[src/common/wfd_pkg.sv]
// shared widths and types for the event path; DAQ word layout assumes DAQ_W of 64
`default_nettype none

package wfd_pkg;

    // data path widths
    localparam int FILL_W      = 24;  // fill number, also trailer word count
    localparam int CHAN_DATA_W = 32;  // one channel readout word
    localparam int DAQ_W       = 64;  // DAQ link word
    localparam int CHAN_ID_W   = 4;   // channel tag in payload bits 35:32

    // defaults for the top level parameters
    localparam int DEF_NUM_CHAN   = 2;  // readout links c0, c1
    localparam int DEF_NUM_TRIG   = 5;  // acquisition lines to channel FPGAs
    localparam int DEF_FIFO_DEPTH = 4;  // pending fill numbers

    typedef logic [FILL_W-1:0] fill_num_t;

    // tag sits above data so a zero-extended copy lands on the payload layout
    typedef struct packed {
        logic [CHAN_ID_W-1:0]   chan;  // source channel index
        logic [CHAN_DATA_W-1:0] data;  // word as received
    } chan_word_t;

endpackage

`default_nettype wire
[src/trigger/trigger_manager.sv]
// one trigger in flight; stays busy until its fill number is queued and all chan_done are high
`default_nettype none
`timescale 1ns/1ns

module trigger_manager #(
    parameter int NUM_TRIG = wfd_pkg::DEF_NUM_TRIG
) (
    input  logic                clk125,
    input  logic                arst_n,
    input  logic                trigger,     // request, sampled only when idle
    input  logic [NUM_TRIG-1:0] chan_done,   // per channel, acquisition finished
    output logic [NUM_TRIG-1:0] acq_trigs,   // one cycle go pulse to every channel
    output logic                fill_valid,
    input  logic                fill_ready,
    output wfd_pkg::fill_num_t  fill_num
);

    typedef enum logic {
        IDLE,
        BUSY
    } state_t;

    state_t             state;
    logic               go;         // acquisition pulse register
    logic               push_pend;  // fill number not yet taken by the FIFO
    wfd_pkg::fill_num_t fill_cnt;   // last issued fill number
    logic               push_done;

    assign acq_trigs  = {NUM_TRIG{go}};
    assign fill_valid = push_pend;
    assign fill_num   = fill_cnt;

    // push finished or finishing this edge
    assign push_done = !push_pend || fill_ready;

    always_ff @(posedge clk125 or negedge arst_n) begin
        if (!arst_n) begin
            state     <= IDLE;
            go        <= 1'b0;
            push_pend <= 1'b0;
            fill_cnt  <= '0;  // first accepted trigger gets 1
        end else begin
            go <= 1'b0;  // pulse lasts one cycle
            if (push_pend && fill_ready) begin
                push_pend <= 1'b0;
            end
            case (state)
                IDLE: begin
                    if (trigger) begin
                        // pulse and fill number come from the same accept
                        go        <= 1'b1;
                        push_pend <= 1'b1;
                        fill_cnt  <= fill_cnt + 1'b1;
                        state     <= BUSY;
                    end
                end
                BUSY: begin
                    if (push_done && (&chan_done)) begin
                        state <= IDLE;  // triggers seen while busy are dropped
                    end
                end
                default: state <= IDLE;
            endcase
        end
    end

    // channels must never see a two cycle go
    a_single_pulse: assert property (@(posedge clk125) disable iff (!arst_n)
        (|acq_trigs) |=> !(|acq_trigs));

endmodule

`default_nettype wire

[config.mk]
export PLATFORM = sky130hd
export DESIGN_NAME = trigger_manager
export DESIGN_NICKNAME = d
export VERILOG_FILES = /design/src/common/wfd_pkg.sv /design/src/trigger/trigger_manager.sv
export SDC_FILE = /design/constraint.sdc
export NUM_CORES = 1
export LEC_CHECK = 0
export BUFFER_PORTS_ARGS = -buffer_cell sky130_fd_sc_hd__buf_2
export CAP_MARGIN = 5
export CORE_ASPECT_RATIO = 1.25
export CORE_MARGIN = 4
export CORE_UTILIZATION = 53
export CTS_BUF_LIST = sky130_fd_sc_hd__clkbuf_4 sky130_fd_sc_hd__clkbuf_8
export DETAILED_ROUTE_END_ITERATION = 12
export GPL_ROUTABILITY_DRIVEN = 1
export PLACE_DENSITY = 0.87
export SYNTH_ARGS = -nofsm -noshare
export SYNTH_HDL_FRONTEND = slang
export SYNTH_SLANG_ARGS = --single-unit
[constraint.sdc]
create_clock -name clk125 -period 4 [get_ports clk125]
set_clock_uncertainty 0.1 [all_clocks]
set_input_delay 0.4 -clock clk125 [delete_from_list [all_inputs] [get_ports clk125]]
set_output_delay 0.4 -clock clk125 [all_outputs]
set_load 0.01 [all_outputs]
After elaboration in Yosys (flattened, before gate mapping). Cells that the tools add are included.

Muxes and demuxes: 7. Add/subtract/negate cells: 1. Bitwise gates (word level): 1. Reduce and logical (&&, ||, !) cells: 6.

Operator list (number): adder 24 x 1 -> 24 bit, second input constant (1); two-way mux 1 bit (6); AND reduction 5 bit (1); logical AND 1 bit (2); case mux 1 bit (2 select lines) (1); AND reduction 2 bit (1); logical NOT 1 bit (1); logical OR 1 bit (1); inverter 1 bit (1).

Output and inout bits: 30. Word-level logic and storage cells: 19. Bits in registers: 27. Input port bits: 9.

Longest topological paths before layout.
Depth after elaboration: 5. Gate-level depth with buffers: 6. Gate-level depth less buffers: 5.

Worst setup path before layout. No wires, ideal clock.

Path type: flip-flop to flip-flop. Start point: register fill_cnt[0], in the netlist fill_num[0]. End point: register fill_cnt[12], in the netlist fill_num[12]. Data arrival time: 1.404 ns. Setup slack: 2.417 ns. Setup time: 0.079 ns. Data required time: 3.821 ns. Path buffers: 1. Stages on the path, launching flop included: 7. Clock period less this slack: 1.583 ns. Cells stage by stage: dfrtp_1 > ha_1 > nand3b_1 > or2_1 > buf_2 > nor3_1 > xor2_1.

Word-level cells in the longest chain between the ends: 1.

Ends and longest elaborated chain: from (decl) (RTL line trigger_manager.sv:26) `wfd_pkg::fill_num_t fill_cnt;`; from (signal assigned) (RTL line trigger_manager.sv:53) `fill_cnt <= fill_cnt + 1'b1;`; adder 24 x 1 -> 24 bit (RTL line trigger_manager.sv:53).

No other way between the ends. A chain may end at the register's enable or synchronous reset.

Worst setup path after layout. Same ends and word-level chain as after synthesis.

==> results_dict.tcl <==
set metrics [dict create \
    yosysTopAreaCell "dfrtp_1" \
    antenna_found_initial 0 \
    syn_nets 121 \
    syn-mean-instance-area_um2 11.5 \
    routed_wl_um 2560 \
    drive_gt1_share_pct 35.6 \
    met1_usage_pct 20.6 \
    power.internal_mw 0.358 \
    cts_tree "yes" \
    area.sequential_um2 676 \
    grt_util_met3_pct 3.34 \
    cts_hold_buf 1 \
    period_needed_ns 1.64 \
    place.gp.congestion 0.788 \
    hold_path_class "input port to flip-flop" \
    end_kind "flip-flop" \
    wl_per_cell_um 14.5 \
    viasPerCell 5.34 \
    grt_start_max_net_pins 28 \
    vias 946 \
    clk_latency_ns 0.34 \
    swShare_pct 27.9 \
    io_buffers 38 \
    grt_usage_pct 18.5 \
    clk_pin_slew_ns 0.16 \
    multi_input_area_um2 541 \
    postSynthCellCount 111 \
    critPathKind "flip-flop to flip-flop" \
    yosysMostFrequentCell "dfrtp_1" \
    cts_sinks 27 \
    ys_async_sr_fraction_pct 100 \
    rows 19 \
    numCtsBuffers 3 \
    drt_iter0_markers 20 \
    layout.nets 157 \
    syn-cell-area_mm2 0.00128 \
    globalRouteOverflowTotal 0 \
    final_antenna_net_count 0 \
    vdd_ir_drop_max_mv 0.213 \
    p_clk_share_pct 25.0 \
    setup_tns_ns 0 \
    crit_arrival_ns 1.82 \
    p_per_area_mw_per_mm2 332 \
    num_io_pins 39 \
    n_antenna_cell 0 \
    synth-warning-count 0 \
    initial_core_util_pct 56.6 \
    setup_viol 0 \
    instances_no_fill 177 \
    crit_fanout 5 \
    drv_cap 0 \
    synth_area_leaders "dfrtp_1 53%, xnor2_1 9.6%, xor2_1 6.2%" \
    dp_cells 172 \
    maxSlewHeadroom_pct 61.4 \
    htreeDepth 1 \
    status "complete, no violations" \
    synth-main-ff-cell "dfrtp_1" \
    p_leak_nw 0.787 \
    hpwlAfterDp_um 1940 \
    period_share_pct 41.0 \
    critical_path_required_ns 4.18 \
    whs_ns 0.238 \
    cp-start-kind "flip-flop" \
    fillerInstances 175 \
    met2_usage_pct 31.8 \
    clk_path_buf_depth 2 \
    drc 0 \
    dieWidth_um 51.9 \
    area_growth_pct 16.8 \
    synth_top_area_share_pct 52.9 \
    yosysSeqAreaShare_pct 52.9 \
    power_frac_comb_pct 12.2 \
    grt.busiest_layer "met2" \
    postCtsSetupBuffers 0 \
    max_freq_mhz 609 \
    firstDrtPassIters 4 \
    cts-root-buf "clkbuf_4" \
    yosys.cell_types.count 29 \
    power_switching_mw 0.138 \
    tightest_slew_ns 0.579 \
    rsz0062_at_grt "false" \
    die_area_mm2 0.00326 \
    grt_pass1_vias 1008 \
    final_hold_viol_count 0 \
    grt_pass1_wl_um 4590 \
    drv_slew 0 \
    total_power_mw 0.496 \
    post_cts_resized 0 \
    pwr-share-seq_pct 62.8 \
    synthTopCellsByCount "27 x dfrtp_1, 14 x xnor2_1, 9 x nand3_1, 9 x xor2_1, 8 x nand2_1" \
    fp.dieH_um 62.9 \
    synth_edf_count 0 \
    coreArea_mm2 0.00226 \
    ys_ff_latch 27 \
]
-- metrics by stage --
stage	setup WS (ns)	utilization, %	cell area, um^2
floorplan	2.42	-	1280
global placement	2.41	64.3	1450
detailed placement	2.36	64.3	1450
CTS	2.35	66.1	1490
global route	2.23	66.1	1490
finish	2.36	66.1	1490
-- flip-flops by register name, summed over array words and instances, names as in the netlist --
name and cells:
fill_num 24, fill_valid 1, go 1, state 1
-- final timing paths --
path | startpoint | endpoint | slack, ns | cells after the start
setup / recovery | fill_num[0] | fill_num[12] | 2.36 | 5
hold / removal | trigger | state | 0.24 | 2
setup reg to reg | fill_num[0] | fill_num[12] | 2.36 | 5
hold reg to reg | fill_num[23] | fill_num[23] | 0.40 | 1
max in group asynchronous | arst_n | fill_num[5] | 2.94 | 2
min in group asynchronous | arst_n | fill_num[17] | 0.47 | 2
-- kinds of logic (layout without fill, tap and decap cells) --
logic type                 after synthesis  count (layout)  share of synthesized area [%]
and+or+nand+nor                         47              47                           23.3
DFF                                     27              27                           52.9
xor gates and xnor gates                23              23                           15.8
buffers and inverters                   10              45                           4.80
AOI/OAI and AO/OA                        2               2                           1.37
adders and majority gates                1               1                          0.979
muxes                                    1               1                          0.881
-- metal layers --
metal	wire (um)	part of all wire (%)	vias to the layer above
li1	-	-	450
met1	990	39	467
met2	1420	55	24
met3	83	3.2	5
met4	65	2.5	0
met5	0	0	-
-- layout make-up --
cell class,instances,area share [%]
Clock buffer,3,1.51
Clock inverter,1,0.503
Inverter,2,0.503
Multi-Input combinational cell,74,36.2
Sequential cell,27,45.3
Tap cell,31,2.60
Timing Repair Buffer,39,13.4
-- layout by cell type, fill, tap and decap left out, drive strengths merged --
master,n
nand2,8
ha,1
dfrtp,27
xnor2,14
xor2,9
inv,2
nand4b,1
o32a,1
clkinvlp,1
nor4,3
and4,2
a21o,1
nand4,7
nand3,10
buf,38
and3,5
nor2,4
nand3b,1
dlygate4sd3,1
or2,1
nor3,4
nor2b,1
mux2,1
clkbuf,3
-- critical path, cell delays in order (launching register included) --
cell and delay (ns):
dfrtp_1 0.45, ha_1 0.18, nand3b_1 0.13, or2_1 0.36
nor3_1 0.21, xor2_1 0.16
-- power by group through the flow --
| stage | sequential (mW) | combinational (mW) | clock [mW] |
|---|---|---|---|
| after floorplan | 0.321 | 0.0223 | 0 |
| after global placement | 0.315 | 0.0576 | 0 |
| after detailed placement | 0.316 | 0.0625 | 0 |
| after CTS | 0.311 | 0.0627 | 0.126 |
| after global routing | 0.314 | 0.0685 | 0.135 |
| final | 0.311 | 0.0605 | 0.124 |
No activity file was read; power rests on OpenSTA's default activity.
