===== src/common/wfd_pkg.sv =====
// shared widths and types for the event path; DAQ word layout assumes DAQ_W of 64
`default_nettype none

package wfd_pkg;

    // data path widths
    localparam int FILL_W      = 24;  // fill number, also trailer word count
    localparam int CHAN_DATA_W = 32;  // one channel readout word
    localparam int DAQ_W       = 64;  // DAQ link word
    localparam int CHAN_ID_W   = 4;   // channel tag in payload bits 35:32

    // defaults for the top level parameters
    localparam int DEF_NUM_CHAN   = 2;  // readout links c0, c1
    localparam int DEF_NUM_TRIG   = 5;  // acquisition lines to channel FPGAs
    localparam int DEF_FIFO_DEPTH = 4;  // pending fill numbers

    typedef logic [FILL_W-1:0] fill_num_t;

    // tag sits above data so a zero-extended copy lands on the payload layout
    typedef struct packed {
        logic [CHAN_ID_W-1:0]   chan;  // source channel index
        logic [CHAN_DATA_W-1:0] data;  // word as received
    } chan_word_t;

endpackage

`default_nettype wire

===== src/trigger/fill_num_fifo.sv =====
// fill number FIFO; output is combinational from the buffer, so write to read is one cycle
`default_nettype none
`timescale 1ns/1ns

module fill_num_fifo #(
    parameter int DEPTH = wfd_pkg::DEF_FIFO_DEPTH
) (
    input  logic               clk125,
    input  logic               arst_n,
    input  logic               in_valid,
    output logic               in_ready,
    input  wfd_pkg::fill_num_t in_fill,
    output logic               out_valid,
    input  logic               out_ready,
    output wfd_pkg::fill_num_t out_fill
);

    localparam int PTR_W = (DEPTH > 1) ? $clog2(DEPTH) : 1;
    localparam int CNT_W = $clog2(DEPTH + 1);

    wfd_pkg::fill_num_t mem [DEPTH];  // storage, no reset needed
    logic [PTR_W-1:0]   wr_ptr;
    logic [PTR_W-1:0]   rd_ptr;
    logic [CNT_W-1:0]   count;        // occupancy
    logic               wr_en;
    logic               rd_en;

    assign in_ready  = (count != CNT_W'(DEPTH));
    assign out_valid = (count != '0);
    assign out_fill  = mem[rd_ptr];

    assign wr_en = in_valid && in_ready;
    assign rd_en = out_valid && out_ready;

    always_ff @(posedge clk125) begin
        if (wr_en) begin
            mem[wr_ptr] <= in_fill;
        end
    end

    always_ff @(posedge clk125 or negedge arst_n) begin
        if (!arst_n) begin
            wr_ptr <= '0;
            rd_ptr <= '0;
            count  <= '0;
        end else begin
            if (wr_en) begin
                // wrap by compare, DEPTH need not be a power of two
                wr_ptr <= (wr_ptr == PTR_W'(DEPTH - 1)) ? '0 : wr_ptr + 1'b1;
            end
            if (rd_en) begin
                rd_ptr <= (rd_ptr == PTR_W'(DEPTH - 1)) ? '0 : rd_ptr + 1'b1;
            end
            case ({wr_en, rd_en})
                2'b10:   count <= count + 1'b1;
                2'b01:   count <= count - 1'b1;
                default: count <= count;  // both or neither
            endcase
        end
    end

    // when full the write slot is the oldest entry, a push offered then must not overwrite it
    a_no_write_full: assert property (@(posedge clk125) disable iff (!arst_n)
        (in_valid && count == CNT_W'(DEPTH) && !rd_en) |=> (out_fill == $past(out_fill)));

endmodule

`default_nettype wire


===== config.mk =====
export PLATFORM = sky130hd
export DESIGN_NAME = fill_num_fifo
export DESIGN_NICKNAME = d
export VERILOG_FILES = /design/src/common/wfd_pkg.sv /design/src/trigger/fill_num_fifo.sv
export SDC_FILE = /design/constraint.sdc
export NUM_CORES = 1
export LEC_CHECK = 0
export ABC_CLOCK_PERIOD_IN_PS = 2220
export BUFFER_PORTS_ARGS = -buffer_cell sky130_fd_sc_hd__buf_2
export CORE_MARGIN = 2
export CORE_UTILIZATION = 35
export CTS_CLUSTER_DIAMETER = 50
export DETAILED_ROUTE_END_ITERATION = 7
export PLACE_DENSITY = 0.6
export SLEW_MARGIN = 10
export SYNTH_ARGS = -nofsm -noshare
export SYNTH_HDL_FRONTEND = slang
export SYNTH_SLANG_ARGS = --single-unit

===== constraint.sdc =====
create_clock -name clk125 -period 2.22 [get_ports clk125]
set_input_delay 0.666 -clock clk125 [delete_from_list [all_inputs] [get_ports clk125]]
set_output_delay 0.666 -clock clk125 [all_outputs]
set_load 0.005 [all_outputs]

### After elaboration in Yosys (flattened, before gate mapping)

Memories as Yosys holds them, arrays and structs flattened.
Cells that the tools add are included.

* logic and storage cells: 22
* RAM bits: 96
* output and inout bits: 26
* flip-flop bits (word level): 7
* input bits: 28
* memories: 1

* equality and inequality tests: 5
* muxes and demuxes: 5
* reductions and logical operators: 4
* $add $sub $neg: 4

Memory list
* mem: depth 4, bits a word 24, rd ports 1, clocked after memory_dff 0, wr ports 1, RTL line fill_num_fifo.sv:21 `wfd_pkg::fill_num_t mem [DEPTH];`

Operators with widths (count)
* == test 2 bit (second input constant): 3
* case mux 3 bit (2 select lines): 1
* adder 2 x 1 -> 2 bit (second input constant): 2
* two-way mux 2 bit: 2
* adder 3 x 1 -> 3 bit (second input constant): 1
* inequality test 3 bit (second input constant): 1
* nonzero test 3 bit: 1
* subtractor 3 x 1 -> 3 bit (second input constant): 1
* == test 2 x 1 -> 1 bit (second input constant): 1
* logical AND 1 bit: 2
* two-way mux 1 bit: 2
* nonzero test 2 bit: 1

### Longest topological paths before layout

* depth in word-level cells: 4
* mapped depth: 9
* depth with buffers taken out: 9

### Worst setup path after synthesis

No wires, ideal clock.

* kind: reg-to-reg
* start point: register count[0]
* end point: register count[2]
* required time: 2141 ps
* setup time: 79 ps
* path slack: 145 ps
* data arrival time: 1996 ps
* clock period less this slack: 2075 ps
* cell stages (with the launch flop): 10
* path buffers: 0
* cell sequence: dfrtp_1 or3b_4 and2_4 inv_1 ha_1 inv_1 fa_1 xor2_1 nor2_1 xor2_1

* longest elaborated chain between the ends: 4
* elaborated cells between the ends (all ways): 10
* those cells by class: add/sub (2); eq/ne (3); mux (1); reduce/logical (4)

RTL lines
* start, declared: RTL line fill_num_fifo.sv:24 `logic [CNT_W-1:0] count;`
* start signal, assigned: RTL line fill_num_fifo.sv:55 `2'b10: count <= count + 1'b1;`
* start signal, assigned: RTL line fill_num_fifo.sv:56 `2'b01: count <= count - 1'b1;`
* start signal, assigned: RTL line fill_num_fifo.sv:57 `default: count <= count;`
* inequality test 3 bit *: RTL line fill_num_fifo.sv:28 `assign in_ready = (count != CNT_W'(DEPTH));`
* net in_ready: RTL line fill_num_fifo.sv:11 `output logic in_ready,`
* logical AND 1 bit *: RTL line fill_num_fifo.sv:32 `assign wr_en = in_valid && in_ready;`
* == test 2 x 1 -> 1 bit or == test 2 bit (tied branches): RTL line fill_num_fifo.sv:54 `case ({wr_en, rd_en})`
* case mux 3 bit (2 select lines) or nonzero test 2 bit (tied branches)

The timed path passes the listed nets; every way through them passes the cells marked *.
A chain may end at the register's enable or synchronous reset.

### Final worst setup path

* start point: register rd_ptr[0]
* end point: output port out_fill[15]

* longest elaborated chain between the ends: 1

RTL lines
* start, declared: RTL line fill_num_fifo.sv:23 `logic [PTR_W-1:0] rd_ptr;`
* start signal, assigned: RTL line fill_num_fifo.sv:52 `rd_ptr <= (rd_ptr == PTR_W'(DEPTH - 1)) ? '0 : rd_ptr + 1'b1;`
* memory read (4 x 24 bit)
* end, declared: RTL line fill_num_fifo.sv:15 `output wfd_pkg::fill_num_t out_fill`

Every way passes these cells.

==> qor.csv <==
stage,metric,value,unit
status,failing checks,setup timing,
worst_setup_path,Reg2Reg Capture Point,count[2]$_DFFE_PN0P_,
clock_tree,Post-CTS Hold Buffers,0,
synthesis,Synth warnings,0,
global_route,initial antenna violation count,0,
pwr,Sw Share,0.295,
floorplanning,Die Height,110,um
worst_setup_path,Critical Path AT,1.66,ns
global_route,Tot GR Track Use,0.122,
synthesis,number of distinct library cells after synthesis,20,
detailed_routing,DR DRC count,0,
clock_tree,clk root buf,clkbuf_8,
floorplanning,num ports,54,
worst_setup_path,R2R setup slack,0.15,ns
global_route,Overflow after GRT,0,
pwr,clock share of power,0.184,
worst_setup_path,critical path class,reg -> out,
synthesis,Synth Cell Area,3920,um2
timing,Final period util,1.05,
detailed_routing,final antenna-violating net count,0,
placement,Placer Congestion,0.672,
layout,Layout Nets,273,
timing,# setup viols final,24,
clock_tree,CTS Buf Count,9,
detailed_routing,initial DRC count,84,
worst_setup_path,Startpoint Class,flip-flop,
layout,final instance area,4700,um2
timing,Fin Setup TNS,-1.65,ns
synthesis,syn nets,201,
pwr,Pleak,1.68,nW
timing,Fmax,429,MHz
floorplanning,Cell Rows,38,
timing,RSZ-0062 raised after global routing,true,
worst_setup_path,crit path capture type,output pin,
detailed_routing,routed vias/inst,4.78,
detailed_routing,DR vias,1832,
clock_tree,clock net sink count,103,
clock_tree,Worst-Skew Late Latency,0.36,ns
floorplanning,Core Box Area,10900,um2
worst_setup_path,Worst R2R Path Depth,9,
detailed_routing,DR pass1 iterations,4,
worst_hold_path,worst hold-check path type,in -> async,
detailed_routing,WL final,6920,um
worst_setup_path,Critical R2R Launch,count[1]$_DFFE_PN0P_,
timing,Slew Limit Fails,0,
timing,final setup skew,0.0128,ns
clock_tree,CTS tree,done,
timing,Least-Margin Pin Slew,0.348,ns
global_route,pin count of the biggest net entering global routing,21,
detailed_routing,routed length per instance,18.1,um
synthesis,Seq cells post-synth,103,
pwr,Flop pwr share,0.466,
layout,# diodes,0,
layout,Syn-to-layout area delta,20.1,%
layout,"most common cell after layout, fill and taps aside",edfxtp_1,
floorplanning,Initial Utilization,0.360,
global_route,first-pass GRT wire length,10500,um
placement,number of port buffers,53,
synthesis,post-synthesis sequential area ratio,0.781,
pwr,Power Total,0.00582,W
clock_tree,Clock Pin Slew Worst Setup and Hold Paths,0.10,ns
floorplanning,die width,110,um
layout,fillers,967,
layout,share of layout cells above drive strength 1,0.502,
synthesis,"Avg Cell Area, Syn",23.6,um2
pwr,Peak VDD IR,526,uV
pwr,PD cells,1240,nW/um2
placement,DP Area,4450,um2
layout,most frequent cells in the layout,"edfxtp_1 (96), buf_2 (52), mux4_2 (24)",
floorplanning,DIE AREA,12000,um2
pwr,combinational power share,0.350,
timing,relative slew slack,0.768,
timing,final hold vios,0,
timing,"Worst Setup Slack, final",-0.109,ns
timing,Tmin final,2.33,ns
clock_tree,H-Tree Depth,3,
job,max-cap viol count,0,
worst_setup_path,CP max FO,10,
pwr,NetSw,0.00172,W
placement,HPWL after detailed placement,4330,um
synthesis,cells after synthesis,166,
status,status,"finished, violations left",
clock_tree,Longest Clk Path Bufs,2,
global_route,vias in the first global route,1931,
layout,Util after Layout,0.432,
worst_setup_path,CP Data Required Time,1.55,ns
pwr,internal power,0.00411,W
## stage by stage
stage	hold slack (ns)	worst slack [ns]	cells
2_1_floorplan	0.370	0.145	166
3_3_place_gp	0.464	0.0758	363
3_5_place_dp	0.468	0.0578	363
4_1_cts	0.107	-0.139	379
5_1_grt	0.111	-0.175	383
6_report	0.126	-0.109	383
## final cells by class
cell class,count,area [um2],area share
inverters,7,26.3,0.00559
flip-flops and latches,103,3060,0.650
clock buffers,9,124,0.0263
clock inverters,7,55.1,0.0117
repair buffers,67,452,0.0960
well taps,140,175,0.0372
multi-input cells,50,812,0.173
## kinds of logic (layout without fill, tap and decap cells)
| group | count (synthesis) | after routing | synth area share |
|---|---|---|---|
| buffers and inverters | 13 | 90 | 0.0153 |
| xor gates and xnor gates | 3 | 3 | 0.00671 |
| adders and majority gates | 7 | 7 | 0.0243 |
| muxes | 29 | 29 | 0.154 |
| and+or+nand+nor | 11 | 11 | 0.0185 |
| DFF | 103 | 103 | 0.781 |
## synth_stat cells, drive strengths merged
| cell type | count | area share |
|---|---|---|
| edfxtp | 96 | 0.74 |
| mux4 | 24 | 0.14 |
| dfrtp | 7 | 0.045 |
| inv | 7 | 0.0067 |
| buf | 6 | 0.0086 |
| ha | 6 | 0.019 |
| and3 | 4 | 0.0077 |
| mux2 | 4 | 0.013 |
| nor2 | 3 | 0.0029 |
| xor2 | 2 | 0.0045 |
| and2 | 1 | 0.0022 |
| fa | 1 | 0.0051 |
| mux2i | 1 | 0.0026 |
| nand2 | 1 | 0.00096 |
| or3 | 1 | 0.0019 |
| or3b | 1 | 0.0029 |
| xnor2 | 1 | 0.0022 |
## power groups by stage
stage | Combinational [W] | Clock [W] | Sequential, W
3_5_place_dp | 0.00195 | 0 | 0.00276
6_report | 0.00204 | 0.00107 | 0.00271
5_1_grt | 0.00224 | 0.00118 | 0.00276
3_3_place_gp | 0.00196 | 0 | 0.00274
2_1_floorplan | 0.00119 | 0 | 0.00270
4_1_cts | 0.00196 | 0.00111 | 0.00271
## routing by layer
layer,wire length (um),up-vias,GRT usage
li1,-,820,-
met1,3290,956,0.172
met2,3210,48,0.179
met3,357,8,0.0427
met4,54,0,0.0380
met5,0,-,0
## worst max-delay path, cell delays in order, from the launching register on
cell and delay [ns]:
dfrtp_2 0.45, buf_12 0.17, mux4_2 0.54, buf_2 0.15
## worst max path at each step
stage	from	end	slack, ns
after floorplan	count[0]$_DFFE_PN0P_	count[2]$_DFFE_PN0P_	0.14
after global placement	count[0]$_DFFE_PN0P_	count[2]$_DFFE_PN0P_	0.08
after detailed placement	count[0]$_DFFE_PN0P_	count[2]$_DFFE_PN0P_	0.06
after CTS	rd_ptr[0]$_DFFE_PN0P_	out_fill[15]	-0.14
after global routing	rd_ptr[0]$_DFFE_PN0P_	out_fill[15]	-0.17
final	rd_ptr[0]$_DFFE_PN0P_	out_fill[15]	-0.11
## flip-flops by register name, summed over array words and instances, names as in the netlist
signal  count
mem        96
wr_ptr      2
count       3
rd_ptr      2
## what timing repair did
| action | CTS | global route |
|---|---|---|
| resized for setup | 0 | 8 |
| endpoints found under the setup margin | 24 | 25 |
| pin swaps | 0 | 6 |
| cloned | 0 | 1 |
| setup buffers | 0 | 3 |
Note: power is estimated with default switching activity, not from simulation.
