`src/common/wfd_pkg.sv`:
```
// shared widths and types for the event path; DAQ word layout assumes DAQ_W of 64
`default_nettype none

package wfd_pkg;

    // data path widths
    localparam int FILL_W      = 24;  // fill number, also trailer word count
    localparam int CHAN_DATA_W = 32;  // one channel readout word
    localparam int DAQ_W       = 64;  // DAQ link word
    localparam int CHAN_ID_W   = 4;   // channel tag in payload bits 35:32

    // defaults for the top level parameters
    localparam int DEF_NUM_CHAN   = 2;  // readout links c0, c1
    localparam int DEF_NUM_TRIG   = 5;  // acquisition lines to channel FPGAs
    localparam int DEF_FIFO_DEPTH = 4;  // pending fill numbers

    typedef logic [FILL_W-1:0] fill_num_t;

    // tag sits above data so a zero-extended copy lands on the payload layout
    typedef struct packed {
        logic [CHAN_ID_W-1:0]   chan;  // source channel index
        logic [CHAN_DATA_W-1:0] data;  // word as received
    } chan_word_t;

endpackage

`default_nettype wire
```
`src/common/chan_stream_if.sv`:
```
// arbitrated channel stream; word and last must hold while valid is high and ready low
`default_nettype none
`timescale 1ns/1ns

interface chan_stream_if;

    logic                 valid;  // word on the bus
    logic                 ready;  // sink takes it this edge
    logic                 last;   // final word of a channel frame
    wfd_pkg::chan_word_t  word;   // tagged channel data

    // arbiter side
    modport src (
        output valid,
        output last,
        output word,
        input  ready
    );

    // event builder side
    modport dst (
        input  valid,
        input  last,
        input  word,
        output ready
    );

endinterface

`default_nettype wire

```
`src/logic/daq_event_builder.sv`:
```
// one event per fill number, closed after NUM_CHAN frames; output word is registered
`default_nettype none
`timescale 1ns/1ns

module daq_event_builder #(
    parameter int NUM_CHAN = wfd_pkg::DEF_NUM_CHAN
) (
    input  logic                      clk125,
    input  logic                      arst_n,
    input  logic                      fill_valid,
    output logic                      fill_ready,
    input  wfd_pkg::fill_num_t        fill_num,
    chan_stream_if.dst                chan,
    output logic                      daq_valid,
    output logic                      daq_header,
    output logic                      daq_trailer,
    output logic [wfd_pkg::DAQ_W-1:0] daq_data,
    input  logic                      daq_ready
);

    localparam int FR_W = $clog2(NUM_CHAN + 1);

    typedef enum logic [1:0] {
        S_HEAD,     // wait for a fill number
        S_PAYLOAD,  // copy channel words
        S_TRAIL     // emit trailer
    } state_t;

    state_t             state;
    wfd_pkg::fill_num_t fill_q;       // fill number of the open event
    wfd_pkg::fill_num_t word_cnt;     // payload words so far
    logic [FR_W-1:0]    frames_done;  // channel frames ended
    logic               out_free;     // output register empty or draining now
    logic               fill_xfer;
    logic               chan_xfer;

    assign out_free   = !daq_valid || daq_ready;
    assign fill_ready = (state == S_HEAD) && out_free;
    assign chan.ready = (state == S_PAYLOAD) && out_free;
    assign fill_xfer  = fill_valid && fill_ready;
    assign chan_xfer  = chan.valid && chan.ready;

    always_ff @(posedge clk125 or negedge arst_n) begin
        if (!arst_n) begin
            state       <= S_HEAD;
            daq_valid   <= 1'b0;
            daq_header  <= 1'b0;
            daq_trailer <= 1'b0;
            word_cnt    <= '0;
            frames_done <= '0;
        end else begin
            if (daq_ready) begin
                daq_valid   <= 1'b0;  // reloaded below if a new word is ready
                daq_header  <= 1'b0;
                daq_trailer <= 1'b0;
            end
            case (state)
                S_HEAD: begin
                    if (fill_xfer) begin
                        daq_valid   <= 1'b1;
                        daq_header  <= 1'b1;
                        word_cnt    <= '0;
                        frames_done <= '0;
                        state       <= S_PAYLOAD;
                    end
                end
                S_PAYLOAD: begin
                    if (chan_xfer) begin
                        daq_valid <= 1'b1;
                        word_cnt  <= word_cnt + 1'b1;
                        if (chan.last) begin
                            frames_done <= frames_done + 1'b1;
                            if (frames_done == FR_W'(NUM_CHAN - 1)) begin
                                state <= S_TRAIL;  // every channel has closed
                            end
                        end
                    end
                end
                S_TRAIL: begin
                    if (out_free) begin
                        daq_valid   <= 1'b1;
                        daq_trailer <= 1'b1;
                        state       <= S_HEAD;
                    end
                end
                default: state <= S_HEAD;
            endcase
        end
    end

    // payload registers, no reset
    always_ff @(posedge clk125) begin
        if (fill_xfer) begin
            fill_q   <= fill_num;
            daq_data <= wfd_pkg::DAQ_W'(fill_num);  // header, fill in 23:0
        end else if (chan_xfer) begin
            daq_data <= wfd_pkg::DAQ_W'(chan.word);  // tag 35:32, data 31:0
        end else if (state == S_TRAIL && out_free) begin
            daq_data <= wfd_pkg::DAQ_W'({word_cnt, 8'h00, fill_q});  // count 55:32
        end
    end

    // header and trailer flags exclusive on every held word
    a_hdr_trl_excl: assert property (@(posedge clk125) disable iff (!arst_n)
        daq_valid |-> !(daq_header && daq_trailer));

endmodule

`default_nettype wire

```
`src/flat_wrapper.sv`:
```
// flat-port wrapper written by rule: the top's interface ports become plain ports
module daq_event_builder_flat 
#(
    parameter int NUM_CHAN = wfd_pkg::DEF_NUM_CHAN
)
  (clk125, arst_n, fill_valid, fill_ready, fill_num, daq_valid, daq_header, daq_trailer, daq_data, daq_ready, chan_valid, chan_last, chan_word, chan_ready);
  chan_stream_if chan_i ();
  input  logic clk125;
  input  logic arst_n;
  input  logic fill_valid;
  output logic fill_ready;
  input  wfd_pkg::fill_num_t fill_num;
  output logic daq_valid;
  output logic daq_header;
  output logic daq_trailer;
  output logic [wfd_pkg::DAQ_W-1:0] daq_data;
  input  logic daq_ready;
  input wire logic [$bits(chan_i.valid)-1:0] chan_valid;
  input wire logic [$bits(chan_i.last)-1:0] chan_last;
  input wire logic [$bits(chan_i.word)-1:0] chan_word;
  output wire logic [$bits(chan_i.ready)-1:0] chan_ready;
  assign chan_i.valid = chan_valid;
  assign chan_i.last = chan_last;
  assign chan_i.word = chan_word;
  assign chan_ready = chan_i.ready;
  daq_event_builder #(.NUM_CHAN(NUM_CHAN)) u_core (.clk125(clk125), .arst_n(arst_n), .fill_valid(fill_valid), .fill_ready(fill_ready), .fill_num(fill_num), .chan(chan_i), .daq_valid(daq_valid), .daq_header(daq_header), .daq_trailer(daq_trailer), .daq_data(daq_data), .daq_ready(daq_ready));
endmodule
```
`config.mk`:
```
export PLATFORM = sky130hd
export DESIGN_NAME = daq_event_builder_flat
export DESIGN_NICKNAME = d
export VERILOG_FILES = /design/src/common/wfd_pkg.sv /design/src/common/chan_stream_if.sv /design/src/logic/daq_event_builder.sv /design/src/flat_wrapper.sv
export SDC_FILE = /design/constraint.sdc
export NUM_CORES = 1
export LEC_CHECK = 0
export ABC_AREA = 1
export BUFFER_PORTS_ARGS = -buffer_cell sky130_fd_sc_hd__buf_2
export CORE_UTILIZATION = 57
export DETAILED_ROUTE_END_ITERATION = 16
export GPL_TIMING_DRIVEN = 1
export PLACE_DENSITY_LB_ADDON = 0.12
export SYNTH_ARGS = -nofsm -noshare
export SYNTH_HDL_FRONTEND = slang
export SYNTH_SLANG_ARGS = --single-unit
```
`constraint.sdc`:
```
create_clock -name clk125 -period 4.1 [get_ports clk125]
set_input_delay 0.82 -clock clk125 [delete_from_list [all_inputs] [get_ports clk125]]
set_output_delay 0.82 -clock clk125 [all_outputs]
set_load 0.03 [all_outputs]
```
# Word level (Yosys, flattened, before mapping)
# Index checks and enable logic that the tools add are counted.
# word_totals
ff_bits,111
word_cells,62
output_inout_bits,69
inputBits,66
# op_classes
n_eq_ne,8
reduce_logical,15
n_mux,27
addsub,2
# op_table
cell,count
$mux W24,3
$mux W36,2
$pmux W24 S2,1
$add A24 B1 Y24 const B,1
$mux W2,8
$mux W1,10
$ne A2 B1 Y1 const B,3
$pmux W2 S3,1
$logic_and A1 B1 Y1,5
$reduce_and A5 Y1,1
$eq A2 B1 Y1 const B,2
$ne A2 B2 Y1 const B,2
$pmux W2 S2,1
$reduce_and A4 Y1,1
$reduce_bool A2 Y1,2
$pmux W1 S3,1
$reduce_and A3 Y1,1
$reduce_bool A3 Y1,1
$add A2 B1 Y2 const B,1
$eq A2 B2 Y1 const B,1
$logic_not A2 Y1,1
$reduce_or A2 Y1,1
$logic_not A1 Y1,1
$logic_or A1 B1 Y1,1

# Logic depth before layout (Yosys ltp)
# Gate-level depths: netlist of run 1.
# logic_depth
depth_word,6
ltp_mapped,11

# Worst setup path after synthesis of run 1
# Ideal clock, no wire load.
# synth_timing
path_kind,input port to flip-flop
startpoint,input daq_ready
endpoint,register u_core.daq_data[0] in the netlist's numbering (enable)
n_path_buf,0
t_arrival_ns,2.183
slack_ns,1.531
stages,4
required_ns,3.714
path_cell_list,nor2_1 -> nor2_1 -> nand2_2 -> nand3_1
# synth_via
elab_chain_len,4
word_cells_on_any_way,7
cone_classes,reduce/logical (7)
# synth_rtl
item,line,source
start: declaration,flat_wrapper.sv:17,input logic daq_ready;
$logic_or A1 B1 Y1,daq_event_builder.sv:37,assign out_free = !daq_valid || daq_ready;
$logic_and A1 B1 Y1,daq_event_builder.sv:38,assign fill_ready = (state == S_HEAD) && out_free;
net fill_ready,flat_wrapper.sv:11,output logic fill_ready;
$logic_and A1 B1 Y1,daq_event_builder.sv:40,assign fill_xfer = fill_valid && fill_ready;
$reduce_bool A3 Y1 (no line),-,
end signal: assignment,daq_event_builder.sv:95,daq_data <= wfd_pkg::DAQ_W'(fill_num);
end signal: assignment,daq_event_builder.sv:97,daq_data <= wfd_pkg::DAQ_W'(chan.word);
end signal: assignment,daq_event_builder.sv:99,"daq_data <= wfd_pkg::DAQ_W'({word_cnt, 8'h00, fill_q});"
end: declaration,daq_event_builder.sv:17,"output logic [wfd_pkg::DAQ_W-1:0] daq_data,"
# The timed path passes the listed nets, and every way through them passes these cells.
# A chain may end at the register's enable or synchronous reset.

# Worst setup path after layout of run 1
# layout_timing
startpoint,register u_core.state[1]
endpoint,"register u_core.daq_data[1] in the netlist's numbering, data pin"
# layout_via
elab_chain_len,5
word_cells_on_any_way,8
cone_classes,eq/ne (1); mux (2); reduce/logical (5)
# layout_rtl
item,line,source
start: declaration,daq_event_builder.sv:29,state_t state;
start signal: assignment,daq_event_builder.sv:45,state <= S_HEAD;
start signal: assignment,daq_event_builder.sv:64,state <= S_PAYLOAD;
start signal: assignment,daq_event_builder.sv:74,state <= S_TRAIL;
$eq A2 B1 Y1,daq_event_builder.sv:39,assign chan.ready = (state == S_PAYLOAD) && out_free;
$logic_and A1 B1 Y1,daq_event_builder.sv:39,
$logic_and A1 B1 Y1,daq_event_builder.sv:41,assign chan_xfer = chan.valid && chan.ready;
$mux W36,daq_event_builder.sv:96,end else if (chan_xfer) begin
$mux W24 (*),daq_event_builder.sv:93,if (fill_xfer) begin
# Mark *: on every way between the ends. The rest lies on a longest branch, timed or not.

==> metrics.md, run 1 <==
| Metric | Value |
|---|---|
| Ratio of final minimum period to clock period | `around 75%` |
| Initial antenna violation count | `0` |
| Synthesized cell area | `0.00504 mm2` |
| #FFs+latches synth | `between 100 and 150` |
| CTS max path bufs | `2` |
| Critical path capture point type | `register` |
| Upper clock frequency limit | `325 MHz` |
| Postcts setup bufs | `0` |
| Critical Path Max Stage Delay | `about 0.94 ns` |
| Yosys Warn Count | `0` |
| Synth async-reset ratio | `between 20% and 30%` |
| Clock transition at path regs | `0.11 ns` |
| Most frequent cell after synthesis | `nand2_1` |
| H-tree depth | `3` |
| Dpl cells | `between 700 and 800` |
| Max_cap viols | `0` |
| Die H | `a little under 100 um` |
| Critical-path cell list | `inv_1 > ha_1 > nand3_4 > clkinv_1 > nand2_1 > a31oi_1` |
| Vias per cell | `5.44` |
| HP Class | `reg2reg` |
| DRC Markers | `0` |
| Setup TNS | `0 ns` |
| WHS | `about 0.47 ns` |
| Antenna diode count | `0` |
| PwrDens | `approximately 680 mW/mm2` |
| FF+latch area | `between 0.002 and 0.003 mm2` |
| Number of fill cells | `between 600 and 700` |
| Largest family of logic cells by synthesized area | `simple AND/OR/NAND/NOR gates` |
| Largest net degree at the start of global routing | `50` |
| DRT antenna net count | `0` |
| Post-synthesis adder-cell area fraction | `under 10%` |
| Final Hold Vio Count | `0` |
| Area grow syn2layout | `16.9%` |
| Root Buffer | `clkbuf_8` |
| Gp weighted congestion | `0.856` |
| Max-slew headroom | `about 33%` |
| Overall power | `4.02 mW` |
| Status | `finished clean` |
| Vias in the first global route | `a little over 4000` |
| Worst slew pin tran | `0.997 ns` |
| IO Count | `approximately 140` |
| Most used DFF post-synth | `edfxtp_1` |
| Wire length on met1 | `between 4000 and 5000 um` |
| Post-Synth Simple-Gate Area | `between 20% and 30%` |
| Synth top area cells | `edfxtp_1 (29%), dfrtp_1 (15%), nand2_1 (14%), dfxtp_1 (13%), nor2_1 (5.8%)` |
| Complex-gate fraction of the synthesized area | `9.83%` |
| Met2 wire length | `5880 um` |
| Xor and xnor area share after synthesis | `0.347%` |
| Crit Path Max Fanout | `between 40 and 50` |
| Remaining global-route overflow | `0` |
| Post-CTS Hold Buffers | `0` |
| Slowest stage cell, crit path | `clkinv_1` |
| Mux share of post-synthesis cell area | `0%` |
| Post-synth EDFFs | `48` |
| PostCTS Resize Cnt | `0` |
| Area of the multi-input gates | `about 0.0019 mm2` |
| FP Rows | `33` |
| Mapped Cells | `roughly 590` |
| Synth cell count leaders | `nand2_1 (187), nor2_1 (78), a21oi_1 (48), edfxtp_1 (48), nand3_1 (40)` |
| CP arrival | `3.18 ns` |
| VDD IR max | `0.000301 V` |
| Clock Latency Late Sink | `around 0.37 ns` |
| CTS tree | `done` |
| Final core utilization | `70.3%` |
| RSZ-0062 raised after global routing | `no` |
| Core area | `approximately 0.0084 mm2` |
| Required time worst endpoint | `approximately 4.2 ns` |
| Dpl hpwl | `about 8200 um` |
| Clock skew | `~0.0092 ns` |
| Die area | `~0.0092 mm2` |
| Final setup fails | `0` |
| Min Tclk post-route | `between 3 and 4 ns` |
| Vias | `approximately 4400` |
| All-Layer GR Usage | `26.0%` |
| Highest metal used | `met4` |
| Layout cells sized above 1 | `between 20% and 30%` |
| Initial DRC Count | `~220` |
| Post-synthesis sequential area ratio | `56.7%` |
| Non-Filler Instances | `a little over 800` |
| WL final | `about 12000 um` |
| Port buffer count | `around 130` |
| Final-report max-slew violation count | `0` |
| Nets@finish | `777` |
| Crit path kind | `reg2reg` |
| Routed wl met3 | `about 820 um` |
| First-pass detailed-route iteration total | `4` |
| Leakage power | `approximately 2.6 nW` |
| Type of origin of the critical path | `register` |
| Share of the synthesized area in the top cell type | `approximately 29%` |
| Cell taking the most area after synthesis | `edfxtp_1` |
| Drt wl/cell | `14.3 um` |
| Syn_area_per_cell | `approximately 8.6 um2` |
| Width of the die | `96.0 um` |
| First-pass GRT wire length | `18300 um` |
| Yosys cell types | `25` |
| Starting Density | `about 60%` |
| Clock sink count | `between 100 and 150` |
| CTS Buf Count | `9` |
## placed cells by master (no fill, tap or decap), types with 8 or more instances in the layout
master,count
nand2_1,187
buf_2,126
nor2_1,78
a21oi_1,48
edfxtp_1,48
nand3_1,40
dfxtp_1,32
dfrtp_1,31
a31oi_1,27
inv_1,24
o21ai_0,10
clkbuf_8,9
ha_1,8
conb_1,8
## power by group
group | switching (mW) | internal (mW) | total, mW
sequential | 0.106 | 1.51 | 1.62
combinational | 1.27 | 0.433 | 1.70
clock | 0.397 | 0.297 | 0.695
## cell families after synthesis
kind of cell | count (synthesis)
other cells | 1
xor+xnor | 2
flops | 111
buf+inv | 61
fa+ha+maj | 8
compound gates | 90
simple gates | 316
## through the flow
stage / worst slack (ns) / cell area, um2
CTS: 0.989 / 5890
floorplan: 1.53 / 5070
global placement: 1.07 / 5680
global route: 0.606 / 5890
detailed placement: 0.979 / 5680
finish: 1.02 / 5890
## worst paths after layout
check / startpoint / endpoint / slack [ns] / depth (start not counted)
max in group asynchronous: arst_n / u_core.word_cnt[17]$_DFFE_PN0P_ / 3.14 / 1
worst min-delay path: u_core.daq_data[47]$_SDFFE_PP0P_ / u_core.daq_data[47]$_SDFFE_PP0P_ / 0.47 / 2
worst max register to register: u_core.state[1]$_DFFE_PN0P_ / u_core.daq_data[1]$_DFFE_PP_ / 1.02 / 6
worst min register to register: u_core.daq_data[47]$_SDFFE_PP0P_ / u_core.daq_data[47]$_SDFFE_PP0P_ / 0.47 / 2
min in group asynchronous: arst_n / u_core.state[0]$_DFFE_PN0P_ / 0.50 / 1
worst max-delay path: u_core.state[1]$_DFFE_PN0P_ / u_core.daq_data[1]$_DFFE_PP_ / 1.02 / 6
## critical path, delay by kind of cell, from the launching register on
kind	cells	cell delay (ns)
AND/OR/NAND/NOR	2	0.82
adder cells (fa/ha/maj)	1	0.43
buffers and inverters	2	1.05
flip-flops	1	0.39
AO/OA/AOI/OAI	1	0.11
## area by class of cell
type	instances	share of cell area [%]
tap	105	2.23
clock inverter	7	1.57
multi-input combinational	424	32.6
clock buffer	9	2.10
timing repair buffer	131	11.3
inverter	26	1.66
sequential	111	48.5
## registers in the layout, indices dropped and copies added (netlist names)
name	cells
u_core.daq_trailer	1
u_core.daq_data	56
u_core.state	2
u_core.daq_header	1
u_core.word_cnt	24
u_core.fill_q	24
u_core.frames_done	2
u_core.daq_valid	1
## layer usage
metal  track usage, %  vias to the layer above
met3             4.11                       12
met2             46.8                      159
li1                 -                     2173
met1             32.0                     2078
met5                0                        -
met4             7.46                        0
No activity file was read; power rests on OpenSTA's default activity.
==> inputs of run 2 (changes only) <==
--- a/config.mk
+++ b/config.mk
@@ -7,7 +7,7 @@
 export LEC_CHECK = 0
 export ABC_AREA = 1
 export BUFFER_PORTS_ARGS = -buffer_cell sky130_fd_sc_hd__buf_2
-export CORE_UTILIZATION = 57
+export CORE_UTILIZATION = 53
 export DETAILED_ROUTE_END_ITERATION = 16
 export GPL_TIMING_DRIVEN = 1
 export PLACE_DENSITY_LB_ADDON = 0.12
==> constraint.sdc (replaced) <==
create_clock -name clk125 -period 3.1 [get_ports clk125]
set_input_delay 0.62 -clock clk125 [delete_from_list [all_inputs] [get_ports clk125]]
set_output_delay 0.62 -clock clk125 [all_outputs]
set_load 0.03 [all_outputs]
==> metrics.md, run 2 (synthesis gave the netlist of run 1 again) <==
| Metric | Value |
|---|---|
| Setup TNS | `0 ns` |
| Min Tclk post-route | `approximately 2.7 ns` |
| Vias per cell | `approximately 5` |
| Clock transition at path regs | `approximately 0.10 ns` |
| Gp weighted congestion | `between 0.8 and 0.9` |
| Crit Reg-Reg Endpoint | `u_core.daq_data[21]$_DFFE_PP_` |
| FP Rows | `35` |
| PwrDens | `879 mW/mm2` |
| CP arrival | `2.03 ns` |
| Drt wl/cell | `roughly 13 um` |
| Starting Density | `54.6%` |
| Final-report max-slew violation count | `0` |
| Commonest non-fill, non-tap cell in the layout | `nand2_1` |
| Worst slew pin tran | `roughly 1.2 ns` |
| Final worst slack | `between 0.4 and 0.5 ns` |
| Vias | `roughly 4300` |
| Non-Filler Instances | `between 800 and 900` |
| Port buffer count | `roughly 130` |
| Reg with most FFs | `u_core.daq_data` |
| CTS max path bufs | `2` |
| Crit Path Max Fanout | `10` |
| Clock skew | `about 0.012 ns` |
| Remaining global-route overflow | `0` |
| Core area | `around 0.0092 mm2` |
| Max-slew headroom | `between 20% and 30%` |
| Cell area after layout | `0.00590 mm2` |
| DRT antenna net count | `0` |
| Width of the die | `about 100 um` |
| Clock sink count | `between 100 and 150` |
| Max_cap viols | `0` |
| R2R cell count | `6` |
| Final Hold Vio Count | `0` |
| RSZ-0062 raised after global routing | `no` |
| Biggest regs | `u_core.daq_data x56, u_core.fill_q x24, u_core.word_cnt x24` |
| Status | `finished clean` |
| VDD IR max | `between 0.0003 and 0.0004 V` |
| Crit path kind | `reg2out` |
| All-Layer GR Usage | `~23%` |
| Die H | `roughly 100 um` |
| Upper clock frequency limit | `approximately 380 MHz` |
| Dpl cell area | `about 0.0057 mm2` |
| Leakage power | `around 2.6 nW` |
| CTS tree | `done` |
| Layout cells sized above 1 | `between 20% and 30%` |
| Ratio of final minimum period to clock period | `between 80% and 90%` |
| H-tree depth | `3` |
| Dpl ws | `between 0.6 and 0.7 ns` |
| Final setup fails | `0` |
| WL final | `between 10000 and 15000 um` |
| Nets@finish | `about 780` |
| CTS Buf Count | `9` |
| Required time worst endpoint | `about 2.5 ns` |
| Overall power | `5.18 mW` |
| WHS | `0.296 ns` |
| Die area | `approximately 0.01 mm2` |
| Critical path capture point type | `output port` |
| Dpl cells | `823` |
| Vias in the first global route | `3899` |
| Area of the multi-input gates | `~0.0019 mm2` |
| Dpl hpwl | `7890 um` |
| Reg2reg setup slack | `between 0.6 and 0.7 ns` |
| Post-CTS Hold Buffers | `0` |
| Most frequent cells in the layout | `nand2_1 (187), buf_2 (126), nor2_1 (78)` |
| Number of fill cells | `just over 800` |
| Root Buffer | `clkbuf_8` |
| PostCTS Resize Cnt | `0` |
| FF+latch area | `between 0.002 and 0.003 mm2` |
| First-pass GRT wire length | `18200 um` |
| IO Count | `135` |
| Clock Latency Late Sink | `0.37 ns` |
| Largest net degree at the start of global routing | `between 50 and 60` |
| Antenna diode count | `0` |
| HP Class | `in2async` |
| DRC Markers | `0` |
| First-pass detailed-route iteration total | `5` |
| Final core utilization | `between 60% and 70%` |
| Area grow syn2layout | `17.0%` |
| Postcts setup bufs | `0` |
| Initial antenna violation count | `0` |
| Initial DRC Count | `~240` |
| Max reg flops | `56` |
| Reg-to-reg critical path startpoint | `u_core.state[1]$_DFFE_PN0P_` |
| Type of origin of the critical path | `register` |
-- run 2: changes by cell type in the layout (fill, tap and decap cells not counted), sizes merged --
| cell | previous run | this run |
|---|---|---|
| bufinv | 1 | 0 |
| clkbuf | 9 | 11 |
| clkinvlp | 2 | 1 |
| buf | 131 | 133 |
-- run 2: area by class of cell --
class	count	share of cell area, %
Sequential cell	111	48.5
Tap cell	129	2.74
Clock inverter	5	0.722
Inverter	26	1.66
Timing Repair Buffer	133	11.6
Clock buffer	11	2.23
Multi-Input combinational cell	424	32.6
-- run 2: worst max path at each step --
stage / from / to / slack [ns] / depth (start not counted)
2_1_floorplan: u_core.state[0]$_DFFE_PN0P_ / u_core.daq_data[0]$_DFFE_PP_ / 0.68 / 6
3_3_place_gp: daq_ready / u_core.daq_data[15]$_DFFE_PP_ / 0.71 / 7
3_5_place_dp: u_core.state[1]$_DFFE_PN0P_ / u_core.daq_data[21]$_DFFE_PP_ / 0.65 / 6
4_1_cts: u_core.state[1]$_DFFE_PN0P_ / chan_ready / 0.40 / 6
5_1_grt: u_core.state[1]$_DFFE_PN0P_ / chan_ready / 0.26 / 6
6_report: u_core.state[1]$_DFFE_PN0P_ / chan_ready / 0.45 / 6
-- run 2: metal layers --
| layer | vias to the layer above | global-route usage, % | share of wire, % |
|---|---|---|---|
| li1 | 2167 | - | - |
| met1 | 1985 | 31.5 | 45 |
| met2 | 125 | 37.6 | 48 |
| met3 | 15 | 4.01 | 5.6 |
| met4 | 0 | 8.26 | 1.6 |
| met5 | - | 0 | 0 |
-- run 2: power by group --
| part | internal (mW) | switching [mW] |
|---|---|---|
| Combinational | 0.595 | 1.65 |
| Sequential | 2.00 | 0.133 |
| Clock | 0.303 | 0.494 |
-- run 2: critical path, cell delays in order (launching register included) --
cell     delay (ns)
dfrtp_1        0.41
inv_1          0.14
ha_1           0.43
buf_4          0.24
inv_1          0.13
nor2_1         0.12
buf_2          0.20
